`src/common/audio_pkg.sv`:
```
// audio stream sizes, all fixed at build time
// pkt_samples must be even, two samples share one payload word
`default_nettype none

package audio_pkg;

   localparam int sample_w    = 16;
   typedef logic [sample_w-1:0] sample_t;

   localparam int sample_div  = 8;          // clocks per sample
   localparam int burst_len   = 1024;       // samples per run, then silent
   localparam int pkt_samples = 32;         // samples in one frame
   localparam int pkt_words   = pkt_samples / 2;
   localparam int pkt_bytes   = pkt_samples * (sample_w / 8);

   // counter widths
   localparam int div_w       = $clog2(sample_div);
   localparam int burst_cnt_w = $clog2(burst_len + 1);
   localparam int word_idx_w  = $clog2(pkt_words);

endpackage

`default_nettype wire

```
`src/common/eth_pkg.sv`:
```
// fixed addresses, no ARP, destination must match the host
// header layout is plain IPv4 without options, UDP checksum always zero
`default_nettype none

package eth_pkg;

   typedef logic [7:0] byte_t;

   // one 32-bit header word, bytes for the wire and halves for the checksum
   typedef union packed {
      logic [3:0][7:0]  bytes;   // [3] goes out first
      logic [1:0][15:0] halves;
   } hdr_word_u;

   localparam logic [47:0] board_mac = 48'ha0_b1_c2_d3_e1_e1;
   localparam logic [31:0] board_ip  = {8'd192, 8'd168, 8'd1, 8'd11};
   localparam logic [47:0] des_mac   = 48'h84_a9_38_bf_c9_a0;
   localparam logic [31:0] des_ip    = {8'd169, 8'd254, 8'd51, 8'd120};
   localparam logic [15:0] src_port  = 16'd1234;
   localparam logic [15:0] des_port  = 16'd1234;

   localparam logic [15:0] eth_type_ip  = 16'h0800;
   localparam logic [7:0]  ip_ver_ihl   = 8'h45;      // v4, 5 words
   localparam logic [15:0] ip_flags_df  = 16'h4000;   // don't fragment
   localparam logic [7:0]  ip_ttl       = 8'd64;
   localparam logic [7:0]  ip_proto_udp = 8'd17;

   localparam logic [7:0] pre_byte = 8'h55;
   localparam logic [7:0] sfd_byte = 8'hd5;

   localparam int preamble_len = 7;
   localparam int eth_hdr_len  = 14;
   localparam int ip_hdr_len   = 20;
   localparam int udp_hdr_len  = 8;
   localparam int hdr_len      = eth_hdr_len + ip_hdr_len + udp_hdr_len;
   localparam int fcs_len      = 4;
   localparam int ifg_len      = 12;   // idle clocks after fcs

   localparam logic [eth_hdr_len*8-1:0] eth_hdr_bytes = {des_mac, board_mac, eth_type_ip};

   localparam logic [31:0] crc_poly_rev = 32'hedb88320;   // 0x04c11db7 reflected

   // transmit sequencer states
   localparam logic [2:0] st_idle = 3'd0;
   localparam logic [2:0] st_pre  = 3'd1;
   localparam logic [2:0] st_hdr  = 3'd2;
   localparam logic [2:0] st_pay  = 3'd3;
   localparam logic [2:0] st_fcs  = 3'd4;
   localparam logic [2:0] st_gap  = 3'd5;

endpackage

`default_nettype wire

```
`src/common/udp_tx_if.sv`:
```
// frame request bus, data follows req by one clock
`default_nettype none
`timescale 1ns/1ps

interface udp_tx_if;

   logic        start_en;   // one pulse per frame
   logic [15:0] byte_num;   // payload bytes, multiple of 4
   logic [31:0] data;       // payload word
   logic        req;        // word request, one pulse
   logic        done;       // end of frame and gap

   // packetizer side
   modport src (
      output start_en, byte_num, data,
      input  req, done
   );

   // transmitter side
   modport snk (
      input  start_en, byte_num, data,
      output req, done
   );

endinterface

`default_nettype wire

```
`src/audio_pkt/audio_pkt.sv`:
```
// two banks of pkt_words, samples arriving with both banks full are dropped
// first sample of a pair lands in the upper half of the word
`default_nettype none
`timescale 1ns/1ps

module audio_pkt (
   input  logic               clk_12M,
   input  logic               rst_n,
   input  logic               audio_en,
   input  audio_pkg::sample_t audio_data,
   udp_tx_if.src              tx,
   output logic               led
);
   import audio_pkg::*;

   logic [31:0] mem [0:2*pkt_words-1];   // bank is the top address bit

   logic                  wr_bank;
   logic [word_idx_w-1:0] wr_idx;
   logic                  half;       // upper half already held
   sample_t               hi_smp;     // first sample of the pair
   logic                  wr_ok;

   logic                  rd_bank;
   logic [word_idx_w-1:0] rd_idx;
   logic                  busy;       // frame open, start_en to done

   logic [1:0] full;
   logic [1:0] full_set;
   logic [1:0] full_clr;
   logic [1:0] full_nx;
   logic       next_rd;
   logic       start_nx;

   assign wr_ok       = audio_en && !full[wr_bank];   // drop on full bank
   assign tx.byte_num = 16'(pkt_bytes);
   assign led         = ~busy;                        // lit while sending

   always_comb
   begin
      full_set = '0;
      full_clr = '0;
      if (wr_ok && half && wr_idx == word_idx_w'(pkt_words - 1))
         full_set[wr_bank] = 1'b1;   // last word of the bank
      if (tx.done)
         full_clr[rd_bank] = 1'b1;
      full_nx  = (full | full_set) & ~full_clr;
      next_rd  = tx.done ? ~rd_bank : rd_bank;
      // new frame right after done, or as soon as a bank fills
      start_nx = (!busy || tx.done) && full_nx[next_rd];
   end

   // write side
   always_ff @(posedge clk_12M or negedge rst_n)
   begin
      if (!rst_n)
      begin
         wr_bank <= 1'b0;
         wr_idx  <= '0;
         half    <= 1'b0;
      end
      else if (wr_ok)
      begin
         half <= ~half;
         if (half)
         begin
            if (wr_idx == word_idx_w'(pkt_words - 1))
            begin
               wr_idx  <= '0;
               wr_bank <= ~wr_bank;   // move to other bank
            end
            else
               wr_idx <= wr_idx + 1'b1;
         end
      end
   end

   // frame control and read side
   always_ff @(posedge clk_12M or negedge rst_n)
   begin
      if (!rst_n)
      begin
         full        <= '0;
         rd_bank     <= 1'b0;
         rd_idx      <= '0;
         busy        <= 1'b0;
         tx.start_en <= 1'b0;
      end
      else
      begin
         full        <= full_nx;
         rd_bank     <= next_rd;
         tx.start_en <= start_nx;
         busy        <= start_nx || (busy && !tx.done);
         if (tx.done)
            rd_idx <= '0;
         else if (tx.req)
            rd_idx <= rd_idx + 1'b1;
      end
   end

   // storage and read data, no reset
   always_ff @(posedge clk_12M)
   begin
      if (wr_ok && !half)
         hi_smp <= audio_data;
      if (wr_ok && half)
         mem[{wr_bank, wr_idx}] <= {hi_smp, audio_data};
      if (tx.req)
         tx.data <= mem[{rd_bank, rd_idx}];   // valid the clock after req
   end

endmodule

`default_nettype wire

```
`src/rtl/audio_ramp_src.sv`:
```
// ramp test source, one burst of burst_len samples per reset
// divider holds while run is low so no sample value is lost
`default_nettype none
`timescale 1ns/1ps

module audio_ramp_src (
   input  logic               clk_12M,
   input  logic               rst_n,
   input  logic               run,
   output logic               audio_en,
   output audio_pkg::sample_t audio_data
);
   import audio_pkg::*;

   logic [div_w-1:0]       div_cnt;   // clocks since last strobe
   logic [burst_cnt_w-1:0] smp_cnt;   // strobes sent so far
   logic                   burst_end;

   assign burst_end = (smp_cnt == burst_cnt_w'(burst_len));

   always_ff @(posedge clk_12M or negedge rst_n)
   begin
      if (!rst_n)
      begin
         div_cnt  <= '0;
         smp_cnt  <= '0;
         audio_en <= 1'b0;
      end
      else
      begin
         audio_en <= 1'b0;   // strobe is one clock wide
         if (run && !burst_end)
         begin
            if (div_cnt == div_w'(sample_div - 1))
            begin
               div_cnt  <= '0;
               audio_en <= 1'b1;
               smp_cnt  <= smp_cnt + 1'b1;
            end
            else
               div_cnt <= div_cnt + 1'b1;
         end
      end
   end

   // value steps after each strobe, so first sample is 0
   always_ff @(posedge clk_12M or negedge rst_n)
   begin
      if (!rst_n)
         audio_data <= '0;
      else if (audio_en)
         audio_data <= audio_data + 1'b1;
   end

endmodule

`default_nettype wire

```
`src/rtl/audio_udp_top.sv`:
```
// ramp source to UDP over GMII, single clock, given reset
// destination MAC and IP fixed in eth_pkg
`default_nettype none
`timescale 1ns/1ps

module audio_udp_top (
   input  logic       clk_12M,
   input  logic       rst_n,
   input  logic       run,          // high lets samples flow
   output logic       gmii_tx_en,
   output logic [7:0] gmii_txd,
   output logic       led           // low during a frame
);
   import audio_pkg::*;

   logic    audio_en;
   sample_t audio_data;

   udp_tx_if tx_bus ();

   audio_ramp_src src0 (
      .clk_12M    (clk_12M),
      .rst_n      (rst_n),
      .run        (run),
      .audio_en   (audio_en),
      .audio_data (audio_data)
   );

   audio_pkt pkt0 (
      .clk_12M    (clk_12M),
      .rst_n      (rst_n),
      .audio_en   (audio_en),
      .audio_data (audio_data),
      .tx         (tx_bus.src),
      .led        (led)
   );

   udp_tx utx0 (
      .clk_12M    (clk_12M),
      .rst_n      (rst_n),
      .tx         (tx_bus.snk),
      .gmii_tx_en (gmii_tx_en),
      .gmii_txd   (gmii_txd)
   );

endmodule

`default_nettype wire

```
`src/udp_tx/crc32_d8.sv`:
```
// reflected ethernet crc-32, bit 0 of each byte first
// output is the raw register, complement before sending
`default_nettype none
`timescale 1ns/1ps

module crc32_d8 (
   input  logic           clk_12M,
   input  logic           rst_n,
   input  logic           init,      // preset to all ones
   input  logic           byte_en,
   input  eth_pkg::byte_t byte_in,
   output logic [31:0]    crc
);
   import eth_pkg::*;

   function automatic logic [31:0] crc_step(input logic [31:0] c, input byte_t d);
      logic [31:0] r;
      r = c;
      for (int i = 0; i < 8; i++)
      begin
         if (r[0] ^ d[i])
            r = (r >> 1) ^ crc_poly_rev;
         else
            r = r >> 1;
      end
      return r;
   endfunction

   always_ff @(posedge clk_12M or negedge rst_n)
   begin
      if (!rst_n)
         crc <= '1;
      else if (init)
         crc <= '1;
      else if (byte_en)
         crc <= crc_step(crc, byte_in);
   end

endmodule

`default_nettype wire

```
`src/udp_tx/udp_tx.sv`:
```
// one UDP frame per start_en, byte_num must be a nonzero multiple of 4
// GMII outputs are decoded from state, no RGMII or receive path
`default_nettype none
`timescale 1ns/1ps

module udp_tx (
   input  logic          clk_12M,
   input  logic          rst_n,
   udp_tx_if.snk         tx,
   output logic          gmii_tx_en,
   output eth_pkg::byte_t gmii_txd
);
   import eth_pkg::*;

   localparam int ip_halves = ip_hdr_len / 2;
   localparam int hdr_words = (ip_hdr_len + udp_hdr_len) / 4;

   logic [2:0]  st;
   logic [15:0] cnt;        // byte count inside the state
   logic [15:0] len_q;      // latched payload length
   logic [15:0] frame_id;   // ip identification
   logic        start;

   hdr_word_u hdr_w [0:hdr_words-1];   // ip words then udp words
   hdr_word_u hw;                      // word on the wire
   hdr_word_u pay_w;
   logic [15:0] hdr_off;

   logic [3:0]  sum_idx;
   logic [15:0] csum;
   logic [16:0] sum_acc;

   logic        crc_en;
   logic [31:0] crc;

   assign start   = (st == st_idle) && tx.start_en;
   assign hdr_off = cnt - 16'(eth_hdr_len);
   assign pay_w   = tx.data;
   assign crc_en  = (st == st_hdr) || (st == st_pay);   // dest mac through payload

   assign gmii_tx_en = (st == st_pre) || (st == st_hdr) || (st == st_pay) || (st == st_fcs);
   assign tx.done    = (st == st_gap) && (cnt == 16'(ifg_len - 1));
   // ask one clock before each payload word
   assign tx.req = ((st == st_hdr) && (cnt == 16'(hdr_len - 1))) ||
                   ((st == st_pay) && (cnt[1:0] == 2'd3) && (cnt != len_q - 16'd1));

   // sequencer
   always_ff @(posedge clk_12M or negedge rst_n)
   begin
      if (!rst_n)
      begin
         st       <= st_idle;
         cnt      <= '0;
         frame_id <= '0;
      end
      else
      begin
         cnt <= cnt + 1'b1;
         case (st)
            st_idle:
            begin
               cnt <= '0;
               if (tx.start_en)
               begin
                  st       <= st_pre;
                  frame_id <= frame_id + 1'b1;
               end
            end
            st_pre:
               if (cnt == 16'(preamble_len))   // sfd is the last one
               begin
                  st  <= st_hdr;
                  cnt <= '0;
               end
            st_hdr:
               if (cnt == 16'(hdr_len - 1))
               begin
                  st  <= st_pay;
                  cnt <= '0;
               end
            st_pay:
               if (cnt == len_q - 16'd1)
               begin
                  st  <= st_fcs;
                  cnt <= '0;
               end
            st_fcs:
               if (cnt == 16'(fcs_len - 1))
               begin
                  st  <= st_gap;
                  cnt <= '0;
               end
            st_gap:
               if (tx.done)
               begin
                  st  <= st_idle;
                  cnt <= '0;
               end
            default:
               st <= st_idle;
         endcase
      end
   end

   // header words, built once per frame
   always_ff @(posedge clk_12M)
   begin
      if (start)
      begin
         len_q    <= tx.byte_num;
         hdr_w[0] <= {ip_ver_ihl, 8'h00, tx.byte_num + 16'(ip_hdr_len + udp_hdr_len)};
         hdr_w[1] <= {frame_id, ip_flags_df};
         hdr_w[2] <= {ip_ttl, ip_proto_udp, 16'h0000};   // checksum slot empty
         hdr_w[3] <= board_ip;
         hdr_w[4] <= des_ip;
         hdr_w[5] <= {src_port, des_port};
         hdr_w[6] <= {tx.byte_num + 16'(udp_hdr_len), 16'h0000};   // no udp checksum
      end
   end

   // ip checksum, one half per clock during the preamble
   assign sum_acc = {1'b0, csum} + {1'b0, hdr_w[sum_idx[3:1]].halves[~sum_idx[0]]};

   always_ff @(posedge clk_12M or negedge rst_n)
   begin
      if (!rst_n)
      begin
         sum_idx <= 4'(ip_halves);
         csum    <= '0;
      end
      else if (start)
      begin
         sum_idx <= '0;
         csum    <= '0;
      end
      else if (sum_idx != 4'(ip_halves))
      begin
         sum_idx <= sum_idx + 1'b1;
         csum    <= sum_acc[15:0] + 16'(sum_acc[16]);   // end-around carry
      end
   end

   // byte mux
   always_comb
   begin
      hw = hdr_w[hdr_off[4:2]];
      if (hdr_off[4:2] == 3'd2)
         hw.halves[0] = ~csum;
      gmii_txd = 8'h00;
      case (st)
         st_pre:
            gmii_txd = (cnt == 16'(preamble_len)) ? sfd_byte : pre_byte;
         st_hdr:
            if (cnt < 16'(eth_hdr_len))
               gmii_txd = eth_hdr_bytes[(eth_hdr_len - 1 - cnt) * 8 +: 8];
            else
               gmii_txd = hw.bytes[~hdr_off[1:0]];   // msb first
         st_pay:
            gmii_txd = pay_w.bytes[~cnt[1:0]];
         st_fcs:
            gmii_txd = ~crc[cnt[1:0] * 8 +: 8];      // lsb first
         default:
            gmii_txd = 8'h00;
      endcase
   end

   crc32_d8 crc0 (
      .clk_12M (clk_12M),
      .rst_n   (rst_n),
      .init    (start),
      .byte_en (crc_en),
      .byte_in (gmii_txd),
      .crc     (crc)
   );

endmodule

`default_nettype wire
```
`config.mk`:
```
export PLATFORM = sky130hd
export DESIGN_NAME = audio_udp_top
export DESIGN_NICKNAME = d
export VERILOG_FILES = /design/src/common/audio_pkg.sv /design/src/common/eth_pkg.sv /design/src/common/udp_tx_if.sv /design/src/audio_pkt/audio_pkt.sv /design/src/rtl/audio_ramp_src.sv /design/src/rtl/audio_udp_top.sv /design/src/udp_tx/crc32_d8.sv /design/src/udp_tx/udp_tx.sv
export SDC_FILE = /design/constraint.sdc
export NUM_CORES = 1
export LEC_CHECK = 0
export CAP_MARGIN = 10
export CORE_MARGIN = 4
export CORE_UTILIZATION = 35
export CTS_BUF_LIST = sky130_fd_sc_hd__clkbuf_8
export DETAILED_ROUTE_END_ITERATION = 16
export DONT_BUFFER_PORTS = 1
export PLACE_DENSITY = 0.45
export SYNTH_ARGS = -nofsm -noshare
export SYNTH_HDL_FRONTEND = slang
export SYNTH_SLANG_ARGS = --single-unit
```
`constraint.sdc`:
```
create_clock -name clk_12M -period 5.85 [get_ports clk_12M]
set_input_delay 0.585 -clock clk_12M [delete_from_list [all_inputs] [get_ports clk_12M]]
set_output_delay 0.585 -clock clk_12M [all_outputs]
set_load 0.02 [all_outputs]
```
==> results.md <==
- Status: finished clean
- Distinct cells, synth: 92
- Total negative slack: 0 ps
- First-pass GRT wire length: 199,000 um
- Hold WS: 413 ps
- Metal3 WL: 5950 um
- Synth-to-layout area growth: 13.4%
- Main flop type after synthesis: edfxtp_1
- Vias/cell: 5.32
- Worst skew pair latency: 970 ps
- Layout cells sized above 1: 26.3%
- Dominant cell by count in the synthesized netlist: edfxtp_1
- Most common library cells after synthesis: 1,088 x edfxtp_1, 335 x mux4_2, 187 x nand2_1
- Clock tree sinks: 1,221
- Largest net degree at the start of global routing: 134
- Remaining Overflow, GRT: 0
- Largest cells by area after synthesis: edfxtp_1 64%, mux4_2 15%, dfrtp_1 4.9%
- Crit share post-route: 88.1%
- Worst Setup Start Kind: register
- Synthesized flop and latch total: 1,221
- First DRT Iteration DRCs: 2,146
- Syn Std Cell Area: 50,700 um2
- Die outline height: 388 um
- Clk pin slew, worst setup/hold paths: 60 ps
- Relative slew slack: 17.1%
- Clk buf depth: 3
- H-tree levels: 4
- Pwr Total: 0.0176 W
- CP dominant cell by count: ha_1
- Die X-Extent: 388 um
- Antenna violations before repair: 3
- Worst-path maximum fanout: 18
- Hpwl dp: 81,200 um
- Fin nets: 2,900
- Seq/Total Area, Yosys: 71.1%
- Initial Util: 35.3%
- Final instance area: 57,400 um2
- Pre-antenna DRT Iters: 7
- Max VDD drop: 0.157 mV
- Area share of the largest cell type after synthesis: 64.5%
- Max-cap violations: 0
- Unrepaired setup endpoints after global routing: false
- Placed Area: 53,300 um2
- Crit path required time: 5270 ps
- Power per cell area: 306 nW/um2
- Placer Congestion: 0.860
- Worst Skew: 64.1 ps
- Mapped Nets: 2,750
- Num ports: 13
- CTS tree: built
- Buffer and inverter count on the worst path: 3
- Vias in the first global route: 27,600
- HP Class: in2async
- Delay-heaviest family, CP: compound AO/OA/AOI/OAI gates
- Setup Crit Path Kind: reg2out
- Max Used Layer: met4
- Final hold violations: 0
- CP arrival: 4570 ps
- Leak Pwr: 18.6 nW
- Final setup violation count: 0
- Endpoint class of the critical path: output port
- Worst reg2reg setup slack: 780 ps
- Antenna-violating nets left: 0
- DR vias: 26,200
- DRT Wirelength: 137,000 um
- Min Tclk post-route: 5150 ps
- Ys Warns: 0
- Met1 WL: 59,300 um
- Total Routing Usage GR: 18.2%
- Setup Buffers After CTS: 0
- DR WL met2: 68,800 um
- CP Cell Sequence: ha_1 -> xor2_1 -> buf_4 -> clkinv_1 -> ha_1 -> o211ai_1 -> o221ai_1 -> a21oi_1 -> nor4_1 -> a311oi_1 -> inv_1
- Avg Cell Area, Syn: 18.8 um2
- Largest area contributor in the netlist: edfxtp_1
- Worst slew pin tran: 1240 ps
- Core Box Area: 144,000 um2
- Post-DR wirelength/cell: 27.8 um
- Drt drc: 0
- Synth Instances: 2,701
- Crit-path max cell delay: 690 ps
- Row count: 139
- Slowest cell on crit path: dfrtp_1
- Fmax: 0.194 GHz
- Post-synth ARST share: 10.9%
- CTS buffer count: 213
- Max-slew violation count: 0
- I/O Buffers: 0
- DIE AREA: 151,000 um2
- Root buf cell: clkbuf_8
- EDFF count, synth: 1,088
[kinds of logic after synthesis]
group | Yosys count | share of synthesized area [%]
xor+xnor | 152 | 3.08
flops | 1221 | 71.1
buf+inv | 180 | 1.53
compound gates | 232 | 3.05
mux | 355 | 15.3
fa+ha+maj | 46 | 1.15
simple gates | 515 | 4.76
[layout by cell type, fill, tap and decap left out, types with 33 or more instances in the layout]
| cell | netlist | routed |
|---|---|---|
| a21oi_1 | 65 | 65 |
| nand3_1 | 51 | 51 |
| nand2_1 | 187 | 187 |
| nor2_1 | 121 | 87 |
| inv_1 | 37 | 123 |
| clkinv_1 | 3 | 42 |
| nor2_4 | 0 | 33 |
| dfstp_2 | 34 | 34 |
| mux4_2 | 335 | 335 |
| ha_1 | 45 | 45 |
| nor3_1 | 45 | 45 |
| dfrtp_1 | 99 | 92 |
| buf_4 | 1 | 65 |
| edfxtp_1 | 1088 | 1088 |
| xnor2_1 | 93 | 93 |
| xor2_1 | 43 | 43 |
| clkbuf_8 | 2 | 219 |
| o21ai_0 | 49 | 49 |
[cell type report]
class	count	area [um2]
sequential	1221	36100
clock inverter	169	1020
clock buffer	219	3010
antenna	5	12.5
multi-input combinational	1300	14100
timing repair buffer	75	691
inverter	40	150
tap	1903	2380
fill	13100	86200
[metrics by stage]
step / std cells / utilization (%) / setup slack (ps)
global route: 4932 / 40.0 / 277
CTS: 4925 / 39.9 / 621
finish: 4932 / 40.0 / 696
detailed placement: 4534 / 37.1 / 862
global placement: 4534 / 37.1 / 890
floorplan: 2701 / - / 1410
[repair_timing]
item	CTS	global route
hold endpoints to repair	139	0
hold buffers	3	0
gates resized for setup	0	0
[routing by layer]
| metal | GRT usage (%) | vias up |
|---|---|---|
| met5 | 0 | - |
| met4 | 5.19 | 0 |
| met3 | 3.20 | 208 |
| met2 | 30.7 | 739 |
| met1 | 24.2 | 14100 |
| li1 | - | 11200 |
[flip-flops by register name (all words and copies together), names as in the netlist, 11 cells and up]
register,count
utx0.frame_id,16
utx0.csum,16
utx0.cnt,16
utx0.crc0.crc,32
utx0.hdr_w,16
src0.smp_cnt,11
pkt0.mem,1024
pkt0.tx.data,32
pkt0.hi_smp,16
src0.audio_data,16
[worst paths after layout]
kind,startpoint,end,cells past startpoint
max reg2reg,utx0.cnt[2]$_DFF_PN0_,utx0.crc0.crc[20]$_DFFE_PN1P_,14
min in group clk_12M,src0.smp_cnt[10]$_DFFE_PN0P_,src0.smp_cnt[10]$_DFFE_PN0P_,1
max,utx0.cnt[2]$_DFF_PN0_,gmii_txd[4],11
min,rst_n,pkt0.wr_idx[1]$_DFFE_PN0P_,2
min reg2reg,src0.smp_cnt[10]$_DFFE_PN0P_,src0.smp_cnt[10]$_DFFE_PN0P_,1
max in group asynchronous,rst_n,utx0.csum[0]$_DFFE_PN0P_,2
[power breakdown]
part	leakage (nW)	total [W]	switching [W]	internal, W
logic	4.63	0.000312	0.000207	0.000106
clock network	2.37	0.00744	0.00369	0.00375
registers	11.6	0.00983	0.000175	0.00965
Note: power is estimated with default switching activity, not from simulation.
